--- src/hdl/video_pkg.sv ---
package video_pkg;

   // screen coordinates and timing values
   typedef logic [11:0] coord_t;

   // character code, also one glyph row
   typedef logic [7:0] char_t;

   // address into the shared text and font memory
   typedef logic [11:0] mem_addr_t;

   typedef logic [4:0] red_t;
   typedef logic [5:0] green_t;
   typedef logic [4:0] blue_t;

   localparam int GLYPH_W = 8;
   localparam int GLYPH_H = 8;

   // text area sits above the font at code * 8 + glyph row
   localparam mem_addr_t TEXT_BASE = 12'd2048;

   localparam red_t   FG_R = 5'd19;
   localparam green_t FG_G = 6'd39;
   localparam blue_t  FG_B = 5'd19;

   localparam red_t   BG_R = 5'd0;
   localparam green_t BG_G = 6'd0;
   localparam blue_t  BG_B = 5'd0;

   localparam red_t   BORDER_R = 5'd4;
   localparam green_t BORDER_G = 6'd8;
   localparam blue_t  BORDER_B = 5'd6;

   typedef enum logic [2:0] {
      IDLE,
      TEXT_REQ,
      TEXT_WAIT,
      GLYPH_REQ,
      GLYPH_WAIT
   } fetch_state_t;

endpackage

--- src/hdl/line_buffer.sv ---
`timescale 1ns/1ns

module line_buffer import video_pkg::*; #(
   parameter  int COLS   = 8,
   localparam int ADDR_W = $clog2(COLS * GLYPH_W)
) (
   input  logic              vga_clk,
   input  logic              wr_en,
   input  logic [ADDR_W-1:0] wr_addr,
   input  logic              wr_bit,
   input  logic [ADDR_W-1:0] rd_addr,
   output logic              rd_bit
);

   logic pixels [COLS * GLYPH_W];

   always_ff @(posedge vga_clk) begin
      if (wr_en) begin
         pixels[wr_addr] <= wr_bit;
      end
      // registered read with the address issued a clock early
      rd_bit <= pixels[rd_addr];
   end

endmodule

--- config.mk ---
export PLATFORM = sky130hd
export DESIGN_NAME = line_buffer
export DESIGN_NICKNAME = d
export VERILOG_FILES = /design/src/hdl/video_pkg.sv /design/src/hdl/line_buffer.sv
export SDC_FILE = /design/constraint.sdc
export NUM_CORES = 1
export LEC_CHECK = 0
export ABC_AREA = 0
export BUFFER_PORTS_ARGS = -buffer_cell sky130_fd_sc_hd__buf_2
export CORE_MARGIN = 2
export CORE_UTILIZATION = 61
export CTS_BUF_LIST = sky130_fd_sc_hd__clkbuf_4 sky130_fd_sc_hd__clkbuf_8 sky130_fd_sc_hd__clkbuf_16
export CTS_CLUSTER_SIZE = 16
export DETAILED_ROUTE_END_ITERATION = 12
export GPL_TIMING_DRIVEN = 0
export PLACE_DENSITY = 0.8
export SLEW_MARGIN = 0
export SYNTH_ARGS = -nofsm -noshare
export SYNTH_HDL_FRONTEND = slang
export SYNTH_SLANG_ARGS = --single-unit
--- constraint.sdc ---
create_clock -name vga_clk -period 5.22 [get_ports vga_clk]
set_input_delay 1.044 -clock vga_clk [delete_from_list [all_inputs] [get_ports vga_clk]]
set_output_delay 1.044 -clock vga_clk [all_outputs]
set_load 0.03 [all_outputs]
Word-level counts from Yosys, hierarchy flattened --
Memories as Yosys holds them, arrays and structs flattened. A register that Yosys moved wholly into a read port is not among the register bits. Cells that the tools add are included.
Operators by class: add/sub/neg operators 0, multiply operators 0, divide/modulo/power cells 0, order comparisons 0, equality and inequality tests 0, shift-type cells 0, muxes and demuxes 2, bitwise gates (word level) 0, reduce and logical (&&, ||, !) cells 0
Operators by type and width (count):
- 1-bit two-way mux | 2
Word-level totals: flip-flop bits (word level) 0, bits in latches 0, memory bits (writable) 64, memory bits (read-only) 0, input port bits 15, output and inout bits 1, word-level logic and storage cells 3, memories 1
Memories:
- pixels | depth 64, width 1, read ports 1, clocked after memory_dff 1, wr ports 1, RTL line line_buffer.sv:15 | logic pixels [COLS * GLYPH_W];

Longest topological paths before layout --
depth after elaboration 2, gate-level depth with buffers 6, depth with buffers taken out 4

Least setup slack after synthesis --
OpenSTA, ideal clock, no wires.
kind input -> register, start in rd_addr[1], end reg rd_bit, read port of pixels, data arrival time 2462 ps, required time 5103 ps, path slack 2641 ps, stages on the path 5, path buffers 1, cell sequence buf_6 mux4_2 mux4_2 or2_0 a32o_1
RTL lines:
- from (decl) | RTL line line_buffer.sv:11 | input logic [ADDR_W-1:0] rd_addr,
- to (decl) | RTL line line_buffer.sv:12 | output logic rd_bit

==> metrics <==
run status complete, no violations; Synth Area in Compound Gates 0.01589; die height 73.12 µm; R2R Setup Slk 3290 ps; CP max stage delay 530 ps; htree depth 3; Slew Limit Fails 0; largest family of logic cells by synthesized area simple AND/OR/NAND/NOR gates; WL/cell 19.73 µm; CP Cell Sequence buf_2, buf_6, mux4_2, mux4_2, or2_0, a32o_1; Main synth FF type edfxtp_1; GR Overflow Total 0; Async SR Flop Fraction 0; DR vias/cell 6.209; GR Util All Layers 0.2397; Post-Synth Simple-Gate Area 0.1589; final hold vios 0; dpl ws 2286 ps; Avg Inst Size Synth 14.28 µm²; Most common cell on crit path mux4_2; Period minus WS final 2579 ps; crit path max fanout 10; Nets 238; RSZ-0062 raised after global routing false; final HPWL from detailed placement 3487 µm; P per Cell Area 329.4 nW/µm²; initial DRC count 189; Core Util, Final 0.6891; CP Class input pin to register; # clock sinks 65; register bit total from synthesis 65; cell family with most CP delay multiplexers; FMAX 0.3877 GHz; Worst-path clk slew 70 ps; DR vias 1751; n_diodes 0; TritonCTS clock tree built; row count 25; worst path bufs/invs 2; HP Class register to register; first-pass GRT wire length 8790 µm; Worst-Margin Slew 921.9 ps; Layout area overhead 10.22%; Slew headroom 0.3854; Pleak 1.005 nW; filler cell count 318; cts hold-fix bufs 0; count leader, synth nor2_1; critical path launch point type input pin; initial antenna violation count 0; DRC viols 0; core outline area 4661 µm²; Inserted Clock Buffers 9; Post-CTS Setup Inserts 0; DIE AREA 5346 µm²; skew final 10.00 ps; Max rail drop VDD 0.1818 mV; mux contribution to synthesized area 0.1404; vias in the first global route 1647; largest area contributor in the netlist edfxtp_1; number of synthesized flops with an enable pin 64; Seq/Total Area, Yosys 0.6664; Crit. End Element register; Max clock buf depth 2; CTS Root Cell clkbuf_8; Initial Util 0.6252; Yosys warnings 0; Synth Instances 204; Die W 73.12 µm; worst path arrival time 2820 ps; final setup fails 0; Fin Setup TNS 0 ps; synthesized net count 219; drt total wl 5565 µm; Synth Area in Adders 0; Routed Antenna Nets 0; RePlAce Congestion 0.7486; Max Cap Viol 0; period utilization 0.4941; layout cells sized above 1 0.1579; share of the synthesized area in the top cell type 0.6595; largest net degree at the start of global routing 65; worst path required time 5460 ps; IO Count 16; Commonest cells post-synth nor2_1 (67), edfxtp_1 (64), clkbuf_1 (10), mux4_2 (10), nand3_1 (9); top cells by area, synth edfxtp_1 (66%), nor2_1 (8.6%), mux4_2 (7.7%), mux4_1 (6.3%), nand3_1 (1.5%); Netlist cell types 25; first-pass iteration count of the detailed router 5; clock latency on the worst-skew pair 340 ps; Post-Syn Area 2914 µm²; post_cts resized 0; slowest CP cell mux4_2; final setup margin 2641 ps; Synth Area in XOR/XNOR 0; I/O Buffers 8
## per-layer routing
layer  GRT usage  vias up  share of wire
li1            -      801              -
met2      0.3544       82           0.49
met1      0.3416      854           0.40
met4      0.1008        0          0.026
met5           0        -              0
met3     0.06492       14          0.079
## flip-flops by register name, indices dropped and copies added, names as in the netlist
name,count
rd_bit,1
pixels,64
## worst reg2reg max path, delay by kind of cell (launching register included)
family	cells	cell delay, ps
multiplexers	2	1050
flip-flops	1	370
AND/OR/NAND/NOR	1	220
AO/OA/AOI/OAI	1	190
## power breakdown
| group | internal, W | total, W | switching [W] |
|---|---|---|---|
| Clock | 0.000233 | 0.000411 | 0.000178 |
| Sequential | 0.000578 | 0.000579 | 0.000000976 |
| Combinational | 0.0000252 | 0.0000680 | 0.0000428 |
| Total | 0.000836 | 0.00106 | 0.000222 |
## placed cells by master (no fill, tap or decap), drive strengths merged, types with 2 or more instances in the layout
master and count:
nor3 2, edfxtp 64, buf 10, mux4 17, nand3b 4, nand4 3
nor2 67, a22oi 2, nand2 7, nor2b 5, nand2b 2, clkinv 3
nand3 9, clkbuf 22
## cell type report
class | count | area (µm²) | area share
Sequential cell | 65 | 1942 | 0.6046
Multi-Input combinational cell | 127 | 918.4 | 0.2859
Clock buffer | 12 | 146.4 | 0.04558
Tap cell | 54 | 67.56 | 0.02104
Buffer | 12 | 53.80 | 0.01675
Clock inverter | 4 | 43.79 | 0.01363
Timing Repair Buffer | 8 | 40.04 | 0.01247
## final timing paths
kind	startpoint	end	depth (start not counted)
max reg2reg	pixels[3]	rd_bit	4
min	pixels[50]	rd_bit	4
min reg2reg	pixels[50]	rd_bit	4
max	rd_addr[1]	rd_bit	6
## through the flow
step	instance area [µm²]	hold slack, ps	cells	power (W)
final	3212	848.6	282	0.001058
after global routing	3212	899.8	282	0.001090
after CTS	3212	850.8	282	0.001064
after detailed placement	3022	847.9	266	0.0006575
after global placement	3022	838.6	266	0.0006564
after floorplan	2914	781.9	204	0.0006331
## cell families after synthesis
logic type,Yosys count
buf+inv,12
compound gates,6
simple gates,104
mux,17
flops,65
No activity file was read; power rests on OpenSTA's default activity.
