### src/hdl/video_pkg.sv
package video_pkg;

   // screen coordinates and timing values
   typedef logic [11:0] coord_t;

   // character code, also one glyph row
   typedef logic [7:0] char_t;

   // address into the shared text and font memory
   typedef logic [11:0] mem_addr_t;

   typedef logic [4:0] red_t;
   typedef logic [5:0] green_t;
   typedef logic [4:0] blue_t;

   localparam int GLYPH_W = 8;
   localparam int GLYPH_H = 8;

   // text area sits above the font at code * 8 + glyph row
   localparam mem_addr_t TEXT_BASE = 12'd2048;

   localparam red_t   FG_R = 5'd19;
   localparam green_t FG_G = 6'd39;
   localparam blue_t  FG_B = 5'd19;

   localparam red_t   BG_R = 5'd0;
   localparam green_t BG_G = 6'd0;
   localparam blue_t  BG_B = 5'd0;

   localparam red_t   BORDER_R = 5'd4;
   localparam green_t BORDER_G = 6'd8;
   localparam blue_t  BORDER_B = 5'd6;

   typedef enum logic [2:0] {
      IDLE,
      TEXT_REQ,
      TEXT_WAIT,
      GLYPH_REQ,
      GLYPH_WAIT
   } fetch_state_t;

endpackage

### src/hdl/glyph_fetch.sv
`timescale 1ns/1ns

module glyph_fetch import video_pkg::*; #(
   parameter  int COLS   = 8,
   localparam int ADDR_W = $clog2(COLS * GLYPH_W)
) (
   input  logic              vga_clk,
   input  logic              reset_n,
   input  logic              line_start,
   input  coord_t            fetch_row,
   output logic              wb_cyc,
   output logic              wb_stb,
   output mem_addr_t         wb_adr,
   input  char_t             wb_dat_r,
   input  logic              wb_ack,
   output logic [1:0]        wr_en,
   output logic [ADDR_W-1:0] wr_addr,
   output logic              wr_bit
);

   localparam int COL_W     = (COLS > 1) ? $clog2(COLS) : 1;
   localparam int ROW_SHIFT = $clog2(GLYPH_H);
   localparam logic [COL_W-1:0] LAST_COL = COL_W'(COLS - 1);

   fetch_state_t         state;
   char_t                codes [COLS];
   logic [COL_W-1:0]     col;
   coord_t               char_row;
   logic [ROW_SHIFT-1:0] glyph_row;
   logic                 buf_sel;
   char_t                pix_sr;
   logic [3:0]           bits_left;
   mem_addr_t            text_adr;
   mem_addr_t            glyph_adr;

   assign text_adr  = TEXT_BASE + mem_addr_t'(char_row * COLS) + mem_addr_t'(col);
   assign glyph_adr = mem_addr_t'({codes[col], glyph_row});

   always_ff @(posedge vga_clk) begin
      if (!reset_n) begin
         state     <= IDLE;
         wb_cyc    <= 1'b0;
         wb_stb    <= 1'b0;
         col       <= '0;
         buf_sel   <= 1'b0;
         bits_left <= '0;
         wr_addr   <= '0;
      end else begin
         // shift the current glyph row out one pixel per clock
         if (bits_left != 4'd0) begin
            pix_sr    <= pix_sr << 1;
            bits_left <= bits_left - 4'd1;
            wr_addr   <= wr_addr + 1'b1;
         end

         if (line_start) begin
            // first row of a frame always lands in buffer 0
            buf_sel   <= (fetch_row == '0) ? 1'b0 : ~buf_sel;
            char_row  <= fetch_row >> ROW_SHIFT;
            glyph_row <= fetch_row[ROW_SHIFT-1:0];
            col       <= '0;
            wr_addr   <= '0;
            bits_left <= '0;
            wb_cyc    <= 1'b0;
            wb_stb    <= 1'b0;
            // codes are only fetched on the top glyph row of a character row
            state     <= (fetch_row[ROW_SHIFT-1:0] == '0) ? TEXT_REQ : GLYPH_REQ;
         end else begin
            case (state)
               TEXT_REQ: begin
                  wb_cyc <= 1'b1;
                  wb_stb <= 1'b1;
                  wb_adr <= text_adr;
                  state  <= TEXT_WAIT;
               end
               TEXT_WAIT: begin
                  if (wb_ack) begin
                     codes[col] <= wb_dat_r;
                     wb_stb     <= 1'b0;
                     col        <= (col == LAST_COL) ? '0 : col + 1'b1;
                     state      <= (col == LAST_COL) ? GLYPH_REQ : TEXT_REQ;
                  end
               end
               GLYPH_REQ: begin
                  // issue early enough that the data arrives with the last bit
                  if (bits_left <= 4'd3) begin
                     wb_cyc <= 1'b1;
                     wb_stb <= 1'b1;
                     wb_adr <= glyph_adr;
                     state  <= GLYPH_WAIT;
                  end
               end
               GLYPH_WAIT: begin
                  if (wb_ack) begin
                     pix_sr    <= wb_dat_r;
                     bits_left <= 4'(GLYPH_W);
                     wb_stb    <= 1'b0;
                     if (col == LAST_COL) begin
                        wb_cyc <= 1'b0;
                        state  <= IDLE;
                     end else begin
                        col   <= col + 1'b1;
                        state <= GLYPH_REQ;
                     end
                  end
               end
               default: begin
                  wb_cyc <= 1'b0;
                  wb_stb <= 1'b0;
               end
            endcase
         end
      end
   end

   // msb is the leftmost pixel
   assign wr_bit = pix_sr[GLYPH_W-1];
   assign wr_en  = (bits_left == 4'd0) ? 2'b00 : (buf_sel ? 2'b10 : 2'b01);

endmodule

### config.mk
export PLATFORM = sky130hd
export DESIGN_NAME = glyph_fetch
export DESIGN_NICKNAME = d
export VERILOG_FILES = /design/src/hdl/video_pkg.sv /design/src/hdl/glyph_fetch.sv
export SDC_FILE = /design/constraint.sdc
export NUM_CORES = 1
export LEC_CHECK = 0
export ABC_AREA = 1
export BUFFER_PORTS_ARGS = -buffer_cell sky130_fd_sc_hd__buf_2
export CAP_MARGIN = 30
export CORE_ASPECT_RATIO = 0.6
export CORE_MARGIN = 2
export CORE_UTILIZATION = 50
export CTS_CLUSTER_DIAMETER = 60
export DETAILED_ROUTE_END_ITERATION = 8
export HOLD_SLACK_MARGIN = 0.05
export PLACE_DENSITY_LB_ADDON = 0.2
export SLEW_MARGIN = 5
export SYNTH_ARGS = -nofsm -noshare
export SYNTH_HDL_FRONTEND = slang
export SYNTH_SLANG_ARGS = --single-unit
### constraint.sdc
create_clock -name vga_clk -period 3.8 [get_ports vga_clk]
set_clock_uncertainty 0.05 [all_clocks]
set_input_delay 0.76 -clock vga_clk [delete_from_list [all_inputs] [get_ports vga_clk]]
set_output_delay 0.76 -clock vga_clk [all_outputs]
set_load 0.01 [all_outputs]
Word-level counts from Yosys, hierarchy flattened

Memory sizes are Yosys's and may differ from the RTL's. A register that Yosys moved wholly into a read port is not among the register bits.
Index checks and enable logic that the tools add are counted.

$add $sub $neg: 5
Order comparisons: 1
Eq/ne operators: 14
Muxes and demuxes: 38
Bitwise logic cells: 4
Reductions and logical operators: 15

Operators by type and width:

| cell                                                            | count |
|---|---|
| two-way mux 8 bit                                               | 4 |
| two-way mux 3 bit                                               | 10 |
| one-hot mux 12 bit (2 select lines)                             | 1 |
| AND reduction 4 bit                                             | 4 |
| adder 12 bit (first input constant)                             | 1 |
| adder 12 x 3 -> 12 bit                                          | 1 |
| logical NOT 12 bit                                              | 1 |
| two-way mux 12 bit                                              | 1 |
| two-way mux 4 bit                                               | 3 |
| one-hot mux 3 bit (4 select lines)                              | 1 |
| two-way mux 1 bit                                               | 10 |
| two-way mux 2 bit                                               | 5 |
| != test 2 bit (second input constant)                           | 5 |
| != test 3 bit (second input constant)                           | 3 |
| adder 6 x 1 -> 6 bit (second input constant)                    | 1 |
| equality test 3 x 2 -> 1 bit (second input constant)            | 2 |
| equality test 3 bit (second input constant)                     | 2 |
| one-hot mux 3 bit (2 select lines)                              | 1 |
| nonzero test 5 bit                                              | 1 |
| less-or-equal comparator 4 x 2 -> 1 bit (second input constant) | 1 |
| logical NOT 4 bit                                               | 1 |
| inverter 1 bit                                                  | 4 |
| one-hot mux 1 bit (4 select lines)                              | 1 |
| AND reduction 2 bit                                             | 2 |
| 9 further kinds                                                 | 11 |

Flip-flop bits (word level): 51
Bits in writable memories: 64
Input port bits: 24
Output and inout port bits: 23
Logic and storage cells: 89
Memories kept: 1

Memories:

| name  | words | width | rd ports | clocked after Yosys merged registers in | wr ports | line              | RTL |
|---|---|---|---|---|---|---|---|
| codes | 8     | 8     | 1        | 1                                       | 1        | glyph_fetch.sv:26 | `char_t codes [COLS];` |

Logic depth before layout (Yosys ltp)

Depth after elaboration: 6
Depth in mapped cells: 10
Gate-level depth less buffers: 10

Worst setup path after synthesis

OpenSTA, ideal clock, no wires.

Path type: input to register
Start: input port reset_n
End: memory codes[0][0] (netlist name) (enable)
Setup time: 0.383 ns
Arrival: 1.946 ns
Required time: 3.367 ns
Setup slack: 1.421 ns
Cell stages on the path: 6
Path buffers: 0
Cells stage by stage: inv_1 -> nor2_1 -> inv_1 -> nor3_1 -> nand2_1 -> nor3_1

Longest elaborated chain between the ends: 2

RTL lines:

| item                                    | line              | RTL |
|---|---|---|
| from (decl)                             | glyph_fetch.sv:8  | `input logic reset_n,` |
| two-way mux 1 bit                       | glyph_fetch.sv:40 | `if (!reset_n) begin` |
| two-way mux 1 bit (not written as such) | glyph_fetch.sv:78 | `codes[col] <= wb_dat_r;` |
| to (decl)                               | glyph_fetch.sv:26 |  |

Every way passes these cells.

Worst setup path in the final report

Start: register bits_left[0]
End: output port wr_en[0]

Longest elaborated chain between the ends: 2

RTL lines:

| item                   | line               | RTL |
|---|---|---|
| from (decl)            | glyph_fetch.sv:32  | `logic [3:0] bits_left;` |
| from (signal assigned) | glyph_fetch.sv:52  | `bits_left <= bits_left - 4'd1;` |
| from (signal assigned) | glyph_fetch.sv:96  | `bits_left <= 4'(GLYPH_W);` |
| logical NOT 4 bit      | glyph_fetch.sv:118 | `assign wr_en = (bits_left == 4'd0) ? 2'b00 : (buf_sel ? 2'b10 : 2'b01);` |
| two-way mux 2 bit      | glyph_fetch.sv:118 |  |
| to (decl)              | glyph_fetch.sv:16  | `output logic [1:0] wr_en,` |

Every way passes these cells.

==> metrics <==
grt ovf=0; sequential fraction of the synthesis area=68.2%; Setup TNS=0 ns; top cells by area, synth=edfxtp_1, dfxtp_1, nor2_1; worst vdd ir=548 uV; grt met1 use=32.4%; GR peak layer=met2; Via density=5.48; Die Y=80.5 um; final setup violating endpoints=0; vias in the first global route=3433; CTS Buf Count=17; top cell type's share of synthesized area=59.2%; post_cts resized=0; Routability Congestion=0.894; status=complete, no violations; gr usage total=23.3%; CP startpoint kind=flip-flop; IO buf count=46; 1st-pass router iterations=5; CP max stage delay=0.38 ns; Yosys warnings=0; post-DP HPWL=7740 um; syn nets=479; share of cells above drive strength 1=17.9%; Leak Pwr=2.27 nW; worst min path class=flip-flop to flip-flop; Post-Syn Area per Cell=10.8 um^2; core area=9320 um^2; routed len/inst=17.3 um; Post-DRT Antenna Nets=0; R2R depth=6; DIE AREA=10600 um^2; area of the multi-input gates=1350 um^2; Initial Util=52.2%; cell family with most CP delay=buffers and inverters; Post-synth EDFFs=96; row cnt=27; Cell Area, Synth=4870 um^2; worst path bufs/invs=3; cells after synthesis=451; placed cell count=622; crit path kind=flip-flop to output pin; crit path max fanout=16; pin count of the biggest net entering global routing=34; Final Max Tran Viols=0; area leader, netlist=edfxtp_1; post-route DRC violation count=0; dominant synthesized flop cell=edfxtp_1; non-filler cells, final=654; DR vias=3582; global-route wire length before repair=17800 um; CTS tree=built; area delta synth->final=19.7%; Detailed Route WL=11300 um; Achievable Freq=0.347 GHz; Iteration-0 DRC Markers=289; # nets final=539; Worst setup EP type=output pin; Critical Path Most Common Cell=inv_1; Final Hold Viols=0; IO Pins=47; CP arrival=2.07 ns; clock tree root buffer cell=clkbuf_16; PwrDens=632 nW/um^2; GR Util met2=33.4%; slew margin rel.=40.8%; Max Root-Sink Buffers=2; Register Area=3320 um^2; synth cell count leaders=edfxtp_1, nor2_1, nand2_1, o21ai_0, inv_1; CTS Hold Bufs=0; htree depth=4; Yosys reg bits=118; synth unique cells=29; Critical Path RT=2.99 ns; clock latency on the worst-skew pair=0.42 ns; post-route clock period utilization=75.9%; Worst Tran Pin Value=0.886 ns; grt met3 use=8.40%; die width=131 um; post-CTS setup buffers=0; FILL cells=763; Antenna diodes=0; hold depth=1; slowest CP cell=nand2_1; initial antenna violation count=0; critical path depth in cells=6; Reg clk slew, reported paths=0.05 ns; Max Cap Viol=0; cell with the most instances after synthesis=edfxtp_1; crit path time final=2.88 ns; CP cell instances=inv_1 > ha_1 > nand2_1 > inv_1 > nor2_1 > buf_2; async set-reset flop share out of synthesis=0%; RSZ-0062 raised after global routing=false; CTS sink cnt=118
[metrics by stage]
stage / instance area (um^2) / hold slack (ns) / util (%) / worst slack (ns) / total power [W]
final: 5830 / 0.397 / 62.5 / 0.917 / 0.00368
after floorplan: 4870 / 0.389 / - / 1.42 / 0.00203
after global placement: 5270 / 0.376 / 56.5 / 1.27 / 0.00218
after detailed placement: 5270 / 0.386 / 56.5 / 1.21 / 0.00221
after global routing: 5830 / 0.437 / 62.5 / 0.690 / 0.00386
after CTS: 5830 / 0.393 / 62.5 / 0.894 / 0.00369
[kinds of logic after synthesis]
group           count (synthesis)  synth area share, %
simple gates                  196                 16.8
flops                         118                 68.2
compound gates                 86                 9.94
buf+inv                        47                 4.03
fa+ha+maj                       4                 1.03
[area by class of cell]
cell class	count	share of cell area, %
Timing Repair Buffer	57	5.37
Multi-Input combinational cell	286	23.2
Clock buffer	30	9.36
Inverter	31	2.08
Clock inverter	2	0.193
Sequential cell	118	57.0
Tap cell	130	2.79
[cells in the final DEF (no fill, tap or decap)]
cell type / netlist / routed
edfxtp_1: 96 / 96
nor2_1: 85 / 85
nand2_1: 79 / 79
buf_2: 6 / 46
o21ai_0: 45 / 45
inv_1: 29 / 29
dfxtp_1: 22 / 22
clkbuf_16: 0 / 18
o211ai_1: 17 / 17
a21oi_1: 14 / 14
buf_4: 0 / 11
nor3_1: 10 / 10
a31oi_1: 7 / 7
clkbuf_1: 8 / 7
nand3_1: 6 / 6
clkbuf_8: 0 / 5
nand2_2: 4 / 4
ha_1: 4 / 4
nand2_4: 2 / 2
nor2_4: 2 / 2
o21ai_1: 2 / 2
nand4_1: 2 / 2
or2_2: 2 / 2
clkinv_4: 1 / 1
inv_2: 1 / 1
and3_1: 1 / 1
or2_1: 1 / 1
nor3b_1: 1 / 1
a211oi_1: 1 / 1
nor4_1: 1 / 1
clkinv_2: 0 / 1
inv_4: 0 / 1
[worst register-to-register path, stage by stage (launching register included)]
cell	delay, ns
dfxtp_1	0.30
buf_4	0.32
inv_1	0.48
o21ai_0	0.58
nand2_1	0.09
o211ai_1	0.20
nand2_1	0.08
[state kept, by name (all words and copies together) (netlist names), 3 cells and up, named ones only]
| name | flops |
|---|---|
| codes | 64 |
| wb_adr | 12 |
| char_row | 9 |
| bits_left | 4 |
| wr_addr | 6 |
| pix_sr | 8 |
| col | 3 |
| glyph_row | 3 |
| state | 3 |
[report_power, final]
| group | leakage (nW) | internal (W) | switching, W | total [W] |
|---|---|---|---|---|
| registers | 1.06 | 0.00154 | 0.0000647 | 0.00160 |
| logic | 0.936 | 0.000196 | 0.000396 | 0.000592 |
| clock network | 0.274 | 0.000958 | 0.000531 | 0.00149 |
| total | 2.27 | 0.00269 | 0.000992 | 0.00368 |
[final timing paths]
| path | startpoint | slack (ns) | endpoint |
|---|---|---|---|
| setup / recovery | bits_left[0]$_SDFF_PP0_ | 0.92 | wr_en[0] |
| hold / removal | wr_addr[5]$_SDFFE_PP0P_ | 0.40 | wr_addr[5]$_SDFFE_PP0P_ |
| setup reg to reg | flip-flop | 1.44 | wb_adr[4]$_DFFE_PP_ |
| hold reg to reg | wr_addr[5]$_SDFFE_PP0P_ | 0.40 | wr_addr[5]$_SDFFE_PP0P_ |
[routing by layer]
metal	vias to the layer above	part of all wire [%]
met1	1708	47
li1	1686	-
met2	168	41
met4	0	1.7
met3	20	10
met5	-	0
Note: power is estimated with default switching activity, not from simulation.
