===== config.mk =====
export PLATFORM = sky130hd
export DESIGN_NAME = pixel_out
export DESIGN_NICKNAME = d
export VERILOG_FILES = /design/src/hdl/video_pkg.sv /design/src/hdl/pixel_out.sv
export SDC_FILE = /design/constraint.sdc
export NUM_CORES = 1
export LEC_CHECK = 0
export ABC_CLOCK_PERIOD_IN_PS = 1400
export BUFFER_PORTS_ARGS = -buffer_cell sky130_fd_sc_hd__buf_2
export CAP_MARGIN = 20
export CORE_UTILIZATION = 34
export DETAILED_ROUTE_END_ITERATION = 12
export GPL_ROUTABILITY_DRIVEN = 0
export PLACE_DENSITY = 0.83
export SYNTH_ARGS = -nofsm -noshare
export SYNTH_HDL_FRONTEND = slang
export SYNTH_SLANG_ARGS = --single-unit

===== constraint.sdc =====
create_clock -name vga_clk -period 1.4 [get_ports vga_clk]
set_input_delay 0.14 -clock vga_clk [delete_from_list [all_inputs] [get_ports vga_clk]]
set_output_delay 0.14 -clock vga_clk [all_outputs]
set_load 0.05 [all_outputs]

===== src/hdl/video_pkg.sv =====
package video_pkg;

   // screen coordinates and timing values
   typedef logic [11:0] coord_t;

   // character code, also one glyph row
   typedef logic [7:0] char_t;

   // address into the shared text and font memory
   typedef logic [11:0] mem_addr_t;

   typedef logic [4:0] red_t;
   typedef logic [5:0] green_t;
   typedef logic [4:0] blue_t;

   localparam int GLYPH_W = 8;
   localparam int GLYPH_H = 8;

   // text area sits above the font at code * 8 + glyph row
   localparam mem_addr_t TEXT_BASE = 12'd2048;

   localparam red_t   FG_R = 5'd19;
   localparam green_t FG_G = 6'd39;
   localparam blue_t  FG_B = 5'd19;

   localparam red_t   BG_R = 5'd0;
   localparam green_t BG_G = 6'd0;
   localparam blue_t  BG_B = 5'd0;

   localparam red_t   BORDER_R = 5'd4;
   localparam green_t BORDER_G = 6'd8;
   localparam blue_t  BORDER_B = 5'd6;

   typedef enum logic [2:0] {
      IDLE,
      TEXT_REQ,
      TEXT_WAIT,
      GLYPH_REQ,
      GLYPH_WAIT
   } fetch_state_t;

endpackage


===== src/hdl/pixel_out.sv =====
`timescale 1ns/1ns

module pixel_out import video_pkg::*; #(
   parameter  int H_PF_START = 32,
   parameter  int V_PF_START = 14,
   parameter  int V_TOTAL    = 40,
   parameter  int COLS       = 8,
   localparam int ADDR_W     = $clog2(COLS * GLYPH_W)
) (
   input  logic              vga_clk,
   input  logic              reset_n,
   input  coord_t            x,
   input  coord_t            y,
   input  logic              hsync_raw,
   input  logic              vsync_raw,
   input  logic              de,
   input  logic              pf,
   input  logic              line_start,
   output logic [ADDR_W-1:0] rd_addr,
   input  logic [1:0]        rd_bit,
   output logic              vga_hs,
   output logic              vga_vs,
   output red_t              vga_r,
   output green_t            vga_g,
   output blue_t             vga_b
);

   // line on which the first playfield row gets fetched
   localparam coord_t PRE_PF_LINE = (V_PF_START == 1) ? coord_t'(V_TOTAL)
                                                     : coord_t'(V_PF_START - 1);

   logic   fill_sel;
   logic   disp_sel;
   logic   pix;
   coord_t rd_x;
   red_t   r_next;
   green_t g_next;
   blue_t  b_next;

   // read one position ahead to cover the buffer read latency
   assign rd_x    = x + coord_t'(1) - coord_t'(H_PF_START);
   assign rd_addr = rd_x[ADDR_W-1:0];
   assign pix     = rd_bit[disp_sel];

   always_comb begin
      if (!de) begin
         r_next = '0;
         g_next = '0;
         b_next = '0;
      end else if (!pf) begin
         r_next = BORDER_R;
         g_next = BORDER_G;
         b_next = BORDER_B;
      end else begin
         r_next = pix ? FG_R : BG_R;
         g_next = pix ? FG_G : BG_G;
         b_next = pix ? FG_B : BG_B;
      end
   end

   always_ff @(posedge vga_clk) begin
      if (!reset_n) begin
         fill_sel <= 1'b0;
         disp_sel <= 1'b0;
         vga_hs   <= 1'b1;
         vga_vs   <= 1'b1;
         vga_r    <= '0;
         vga_g    <= '0;
         vga_b    <= '0;
      end else begin
         // track the buffer the fetcher is filling
         if (line_start) begin
            fill_sel <= (y == PRE_PF_LINE) ? 1'b0 : ~fill_sel;
         end
         // show what was filled during the previous line
         if (x == coord_t'(1)) begin
            disp_sel <= fill_sel;
         end
         vga_hs <= hsync_raw;
         vga_vs <= vsync_raw;
         vga_r  <= r_next;
         vga_g  <= g_next;
         vga_b  <= b_next;
      end
   end

endmodule


======== Word level (Yosys, flattened, before mapping) ========
Cells that the tools add are included.
storage, ports and cells
  latch bits .............................. 0
  bits of input ports ..................... 33
  memories ................................ 0
  memory bits (writable) .................. 0
  logic and storage cells ................. 26
  output and inout port bits .............. 24
  bits in read-only memories .............. 0
  register bits after elaboration ......... 20
operators by class
  shift operators ......................... 0
  equal/unequal tests ..................... 2
  magnitude comparators ................... 1
  multiply operators ...................... 0
  add/sub/neg operators ................... 2
  multiplexer cells ....................... 8
  reductions and logical operators ........ 2
  divide/modulo/power cells ............... 0
  bitwise gates (word level) .............. 1
operator list
  kind                   number
  $eq A12 B1 Y1 const B  1
  $eq A12 B4 Y1 const B  1
  $add A6 B1 Y6 const B  1
  $mux W3                2
  $mux W6                1
  $sub A6 B6 Y6 const B  1
  $mux W5                1
  $mux W4                1
  $mux W1                3
  $reduce_and A3 Y1      1
  $lt A1 B2 Y1 const B   1
  $reduce_and A2 Y1      1
  $not A1 Y1             1

======== Longest topological paths before layout ========
Gate-level depths: netlist of the first run.
  word-level depth ........................ 4
  mapped depth ............................ 5
  mapped depth without buffers ............ 5

======== Worst setup path before layout of the first run ========
No wires, ideal clock.
  path kind ............................... input port to output port
  from .................................... input port x[0]
  to ...................................... output port rd_addr[4]
  buffers on the path ..................... 0
  stages on the path ...................... 3
  arrival time ............................ 1.221 ns
  slack ................................... 0.039 ns
  required time ........................... 1.260 ns
  cell sequence ........................... ha_1 -> nand3_1 -> xnor2_1
between the ends
  cells in the longest elaborated chain, start to end .. 2
RTL lines
  element        RTL line         RTL
  from (decl)    pixel_out.sv:12  input coord_t x,
  $add A6 B1 Y6  pixel_out.sv:41  assign rd_x = x + coord_t'(1) - coord_t'(H_PF_START);
  $sub A6 B6 Y6  pixel_out.sv:41
  to (decl)      pixel_out.sv:19  output logic [ADDR_W-1:0] rd_addr,
Every way passes these cells.

======== Worst setup path after layout of the first run ========
Ends and elaborated chain as after synthesis.

==> results of run 1 <==
[worst reg2reg max path: stages (launching register included)]
cell	delay, ps
dfxtp_1	350
nand3b_1	120
a31oi_1	50
a31o_2	220
[worst max-delay path by stage]
stage | startpoint | to | slack (ps) | depth (start not counted)
5_1_grt | x[0] | rd_addr[4] | 190 | 5
4_1_cts | x[0] | rd_addr[4] | 270 | 5
3_5_place_dp | x[0] | rd_addr[4] | 280 | 5
6_report | x[0] | rd_addr[4] | 280 | 5
3_3_place_gp | x[0] | rd_addr[4] | 310 | 5
2_1_floorplan | x[0] | rd_addr[4] | 40 | 3
[per-stage QoR]
stage / total power [uW] / utilization [%]
2_1_floorplan: 390 / -
3_3_place_gp: 450 / 51.2
3_5_place_dp: 455 / 51.2
4_1_cts: 631 / 53.3
5_1_grt: 666 / 53.3
6_report: 627 / 53.3
[final cells by class]
cell class              instances  area (sq um)  area share (%)
inverters                       4          15.0            2.17
clock buffers                   4          26.3            3.79
multi-input cells              33           228            32.9
repair buffers                 53           265            38.3
flip-flops and latches          7           140            20.2
well taps                      15          18.8            2.71
[power by group through the flow]
stage | Sequential [uW] | Clock, uW | Combinational [uW]
floorplan | 240 | 0 | 150
global placement | 216 | 0 | 234
detailed placement | 217 | 0 | 238
CTS | 214 | 180 | 238
global route | 214 | 197 | 255
finish | 213 | 177 | 237
[registers in the layout, summed over array words and instances (netlist names)]
| register | count |
|---|---|
| vga_vs | 1 |
| disp_sel | 1 |
| fill_sel | 1 |
| vga_hs | 1 |
| vga_b | 1 |
| vga_r | 2 |
[layout by cell type, fill, tap and decap left out, drive strengths merged]
cell,n
xor2,1
nor2,2
nor3,1
conb,3
nor4b,2
a31o,1
nor3b,1
xnor2,3
mux2i,2
dfxtp,7
clkbuf,4
inv,4
nor4,2
ha,2
nand3,3
nand2,4
nand3b,1
nand2b,2
buf,53
nor4bb,1
a31oi,1
a21oi,1
[cell families (layout without fill, tap and decap cells)]
kind of cell / count (synthesis) / count (layout) / share of synthesized area [%]
other: 1 / 3 / 0.793
DFF: 7 / 7 / 29.6
and+or+nand+nor: 19 / 19 / 24.6
buffers and inverters: 17 / 61 / 23.8
muxes: 2 / 2 / 4.23
AOI/OAI and AO/OA: 3 / 3 / 4.23
adders and majority gates: 2 / 2 / 5.29
xor gates and xnor gates: 4 / 4 / 7.41
[metal layers]
| layer | GRT usage [%] | share of wire, % | up-vias |
|---|---|---|---|
| met5 | 0 | 0 | - |
| met2 | 25.8 | 52 | 32 |
| met4 | 7.76 | 0 | 0 |
| met3 | 4.55 | 10 | 0 |
| li1 | - | - | 261 |
| met1 | 11.4 | 38 | 208 |
==> results.py, run 1 <==
metrics = {
    "routing": {
        "vias": 501,
        "wl_um": 981,
        "ant_nets": 0,
        "avgRoutedWirePerCell_um": 8.46,
        "dr.first_iter.drc_count": 10,
        "avgViaCountPerCell": 4.32,
        "drc": 0,
        "firstDrtPassIters": 4,
    },
    "power": {
        "p_clk_share_pct": 28.2,
        "swShare_pct": 38.1,
        "intPower_uw": 388,
        "p_sw_uw": 239,
        "irDropWorstVdd_uv": 475,
        "p_per_area_nw_per_um2": 905,
        "leakagePower_uw": 0.000400,
        "combPwrFrac_pct": 37.8,
        "p_seq_share_pct": 34.0,
    },
    "hold_path": {
        "hp-start": "pf",
        "holdPathStages": 2,
        "whs_endpoint": "vga_r[2]",
        "hold_path.class": "input pin to flip-flop",
    },
    "setup_path": {
        "crit_fanout": 4,
        "critPathLaunchType": "input pin",
        "cp.required_ps": 1260,
        "critPathKind": "input pin to output port",
        "critPathTopFamily": "buffers and inverters",
        "r2r_end": "fill_sel",
        "critPathSlowestCell": "buf_2",
        "worstPathCellList": "buf_2, ha_1, nand3_1, xnor2_1, buf_2",
        "cpPeakStageDelay_ps": 280,
        "cp_common_cell": "buf_2",
        "arrival_ps": 980,
        "cp_num_buf_inv": 2,
        "endpoint_kind": "output port",
        "reg2reg_slack_ps": 560,
        "reg2reg_from": "fill_sel",
        "reg2reg_depth": 3,
    },
    "timing": {
        "clock_skew_ps": 0.0463,
        "hold_slack_ps": 76.4,
        "setup_tns_ps": 0,
        "fin_crit_sh_pct": 79.9,
        "setup_violations": 0,
        "period_needed_ps": 1120,
        "rsz0062_at_grt": "false",
        "max_freq_mhz": 894,
        "drv_slew": 0,
        "hold_violations": 0,
        "setup_ws_ps": 282,
    },
    "synth": {
        "syn_area_per_cell_sq_um": 8.60,
        "synthMostInstantiatedCell": "buf_4",
        "synthFlopType": "dfxtp_1",
        "synth_commonest_cells": "buf_4, dfxtp_1, inv_1, nand2_1",
        "syn-instance-count": 55,
        "synth_edf_count": 0,
        "ys_seq_area_share_pct": 29.6,
        "synth_area_leaders": "dfxtp_1, buf_4, xnor2_1",
        "synth-seq-cells": 7,
        "synth_area_sq_um": 473,
        "async_flop_share_pct": 0,
        "ys_types": 22,
        "synth.largest_area_cell": "dfxtp_1",
        "yosysTopAreaCellShare_pct": 29.6,
        "yosys_warnings": 0,
    },
    "clock_tree": {
        "postCtsSetupBuffers": 0,
        "path_clk_slew_ps": 50,
        "clkLatencyLatePin_ps": 240,
        "clockBufferDepth": 2,
        "cts.sinks": 7,
        "cts-resized-gates": 0,
        "cts_buffers": 3,
        "ctsHoldBuffers": 0,
        "clock-root-buffer": "clkbuf_4",
        "cts_tree": "done",
        "h-tree-depth": 1,
    },
    "die": {
        "num_rows": 13,
        "initial_core_util_pct": 36.3,
        "dieHeight_um": 39.3,
        "ios": 57,
        "die_w_um": 39.3,
        "core-area_sq_um": 1300,
        "die_area_sq_um": 1540,
    },
    "place": {
        "portBuffers": 53,
        "post_dp_cell_area_sq_um": 667,
        "place_worst_setup_slack_ps": 277,
        "dpl.hpwl_um": 875,
        "dp_cells": 112,
    },
    "global_routing": {
        "antenna_found_initial": 0,
        "grt-ovfl-total": 0,
        "grt_pass1_vias": 414,
        "grt_usage_pct": 13.3,
        "grt_pass1_wl_mm": 1.38,
        "grt_max_degree": 10,
    },
    "finish": {
        "final_cell_area_sq_um": 693,
        "num_antenna_cells": 0,
        "drive_gt1_share_pct": 57.4,
        "area_growth_pct": 46.6,
        "fin_cells": 116,
        "nFillCells": 125,
        "finalNetCount": 137,
    },
    "run": {
        "drv_cap": 0,
    },
    "status": {
        "status": "finished clean",
    },
}
No activity file was read; power rests on OpenSTA's default activity.
==> inputs of run 2 (changes only) <==
--- a/config.mk
+++ b/config.mk
@@ -5,13 +5,15 @@
 export SDC_FILE = /design/constraint.sdc
 export NUM_CORES = 1
 export LEC_CHECK = 0
-export ABC_CLOCK_PERIOD_IN_PS = 1400
+export ABC_AREA = 1
+export ABC_CLOCK_PERIOD_IN_PS = 950
 export BUFFER_PORTS_ARGS = -buffer_cell sky130_fd_sc_hd__buf_2
 export CAP_MARGIN = 20
-export CORE_UTILIZATION = 34
+export CORE_ASPECT_RATIO = 0.8
+export CORE_UTILIZATION = 31
 export DETAILED_ROUTE_END_ITERATION = 12
 export GPL_ROUTABILITY_DRIVEN = 0
-export PLACE_DENSITY = 0.83
+export PLACE_DENSITY = 0.74
 export SYNTH_ARGS = -nofsm -noshare
 export SYNTH_HDL_FRONTEND = slang
 export SYNTH_SLANG_ARGS = --single-unit
==> constraint.sdc (replaced) <==
create_clock -name vga_clk -period 0.95 [get_ports vga_clk]
set_input_delay 0.095 -clock vga_clk [delete_from_list [all_inputs] [get_ports vga_clk]]
set_output_delay 0.095 -clock vga_clk [all_outputs]
set_load 0.05 [all_outputs]
==> results.py, run 2 <==
metrics = {
    "hold_path": {
        "holdPathStages": 2,
        "hp-start": "vsync_raw",
        "whs_endpoint": "vga_vs",
        "hold_path.class": "input pin to flip-flop",
    },
    "clock_tree": {
        "clockBufferDepth": 2,
        "cts.sinks": 7,
        "clkLatencyLatePin_ps": 250,
        "h-tree-depth": 1,
        "path_clk_slew_ps": 50,
        "ctsHoldBuffers": 0,
        "clock-root-buffer": "clkbuf_4",
        "cts_tree": "done",
        "cts_buffers": 3,
    },
    "global_routing": {
        "grt_usage_pct": 12.4,
        "grt_pass1_wl_mm": 1.84,
        "grt_max_degree": 10,
        "grt_pass1_vias": 518,
        "grt-ovfl-total": 0,
        "antenna_found_initial": 0,
    },
    "place": {
        "post_dp_cell_area_sq_um": 871,
        "dp_cells": 157,
        "portBuffers": 53,
        "dpl.hpwl_mm": 1.07,
        "place_worst_setup_slack_ps": -187,
    },
    "status": {
        "status": "finished clean",
    },
    "power": {
        "p_per_area_nw_per_um2": 1020,
        "irDropWorstVdd_uv": 626,
        "leakagePower_uw": 0.000593,
    },
    "routing": {
        "firstDrtPassIters": 2,
        "drc": 0,
        "vias": 653,
        "ant_nets": 0,
        "wl_mm": 1.35,
        "dr.first_iter.drc_count": 1,
        "avgViaCountPerCell": 4.03,
        "avgRoutedWirePerCell_um": 8.32,
    },
    "timing": {
        "hold_violations": 0,
        "setup_ws_ps": 1.36,
        "drv_slew": 0,
        "fin_crit_sh_pct": 99.9,
        "max_freq_mhz": 1050,
        "clock_skew_ps": 3.10,
        "rsz0062_at_grt": "true",
        "setup_violations": 0,
        "period_needed_ps": 949,
    },
    "synth": {
        "syn_area_per_cell_sq_um": 6.50,
        "synth_commonest_cells": "inv_1, nand2_1, buf_4",
        "ys_seq_area_share_pct": 24.5,
        "async_flop_share_pct": 0,
        "synth_area_leaders": "dfxtp_1, buf_4, inv_1",
        "synth_area_sq_um": 572,
        "yosys_warnings": 0,
        "synth-seq-cells": 7,
        "synthFlopType": "dfxtp_1",
        "syn-instance-count": 88,
        "ys_types": 17,
        "synthMostInstantiatedCell": "inv_1",
        "yosysTopAreaCellShare_pct": 24.5,
        "synth_edf_count": 0,
        "synth.largest_area_cell": "dfxtp_1",
    },
    "setup_path": {
        "worstPathCellList": "buf_6",
        "crit_fanout": 9,
        "r2r_end": "vga_b[1]",
        "critPathSlowestCell": "dfxtp_4",
        "reg2reg_slack_ps": 170,
        "cpPeakStageDelay_ps": 420,
        "reg2reg_depth": 3,
        "critPathTopFamily": "flip-flops",
        "cp_num_buf_inv": 1,
        "reg2reg_from": "disp_sel",
        "critPathLaunchType": "flip-flop",
        "endpoint_kind": "output port",
        "critPathKind": "flip-flop to output port",
        "cp.required_ps": 850,
        "arrival_ps": 850,
    },
    "die": {
        "ios": 57,
        "dieHeight_um": 40.4,
        "num_rows": 13,
        "core-area_sq_um": 1680,
        "die_area_sq_um": 2020,
        "initial_core_util_pct": 34.1,
        "die_w_um": 50.0,
    },
    "finish": {
        "finalNetCount": 176,
        "num_antenna_cells": 0,
        "largest-register": "vga_r",
        "layout_commonest_cell": "buf_2",
        "drive_gt1_share_pct": 57.1,
        "fin_cells": 162,
        "final_cell_area_sq_um": 1030,
        "largest_reg_flops": 2,
        "area_growth_pct": 80.7,
        "layout_common_cells": "buf_2, inv_1, nand2_1, buf_6, nor2_1",
    },
    "run": {
        "drv_cap": 0,
    },
}
-- run 2: what timing repair did --
action                                  CTS  global route
resized for setup                        13            37
endpoints found under the setup margin   14            15
pin swaps                                 3             4
buffers inserted                          0             1
-- run 2: worst max-delay path by stage --
stage                        start         end  slack [ps]  depth (start not counted)
after floorplan               x[0]  rd_addr[3]        -170                          2
after global placement        x[0]  rd_addr[5]        -150                          5
after detailed placement      x[0]  rd_addr[5]        -190                          5
after CTS                 vga_r[1]    vga_b[4]         -50                          1
after global routing          x[1]  rd_addr[5]         -40                          5
final                     vga_r[1]    vga_g[5]           1                          1
-- run 2: where the power goes --
group	internal [uW]	switching (uW)
Clock	160	109
Sequential	305	8.57
Combinational	177	291
Total	642	409
-- run 2: layer usage --
| layer | wire (um) | track usage, % |
|---|---|---|
| met1 | 418 | 10.5 |
| met2 | 808 | 29.3 |
| met3 | 108 | 4.55 |
| met4 | 14 | 0 |
| met5 | 0 | 0 |
-- run 2: kinds of logic after synthesis --
family	count (synthesis)	synth area share, %
buffers and inverters	35	31.5
AND/OR/NAND/NOR	35	29.5
flip-flops	7	24.5
AO/OA/AOI/OAI	5	4.81
XOR/XNOR	3	4.60
adder cells (fa/ha/maj)	2	4.38
other	1	0.656
-- run 2: final cells by class --
cell class,count,area [sq um]
clock buffers,4,26.3
flip-flops and latches,7,145
well taps,22,27.5
fillers,158,642
multi-input cells,48,330
repair buffers,59,422
inverters,22,82.6
-- run 2: metrics by stage --
stage / setup TNS, ps / hold slack, ps / utilization (%) / total power, uW
2_1_floorplan: -171 / 160 / - / 618
3_3_place_gp: -407 / 280 / 52.0 / 721
3_5_place_dp: -506 / 286 / 52.0 / 729
4_1_cts: -409 / 21.5 / 55.7 / 1030
5_1_grt: -343 / 27.7 / 61.7 / 1110
6_report: 0 / 31.9 / 61.7 / 1050
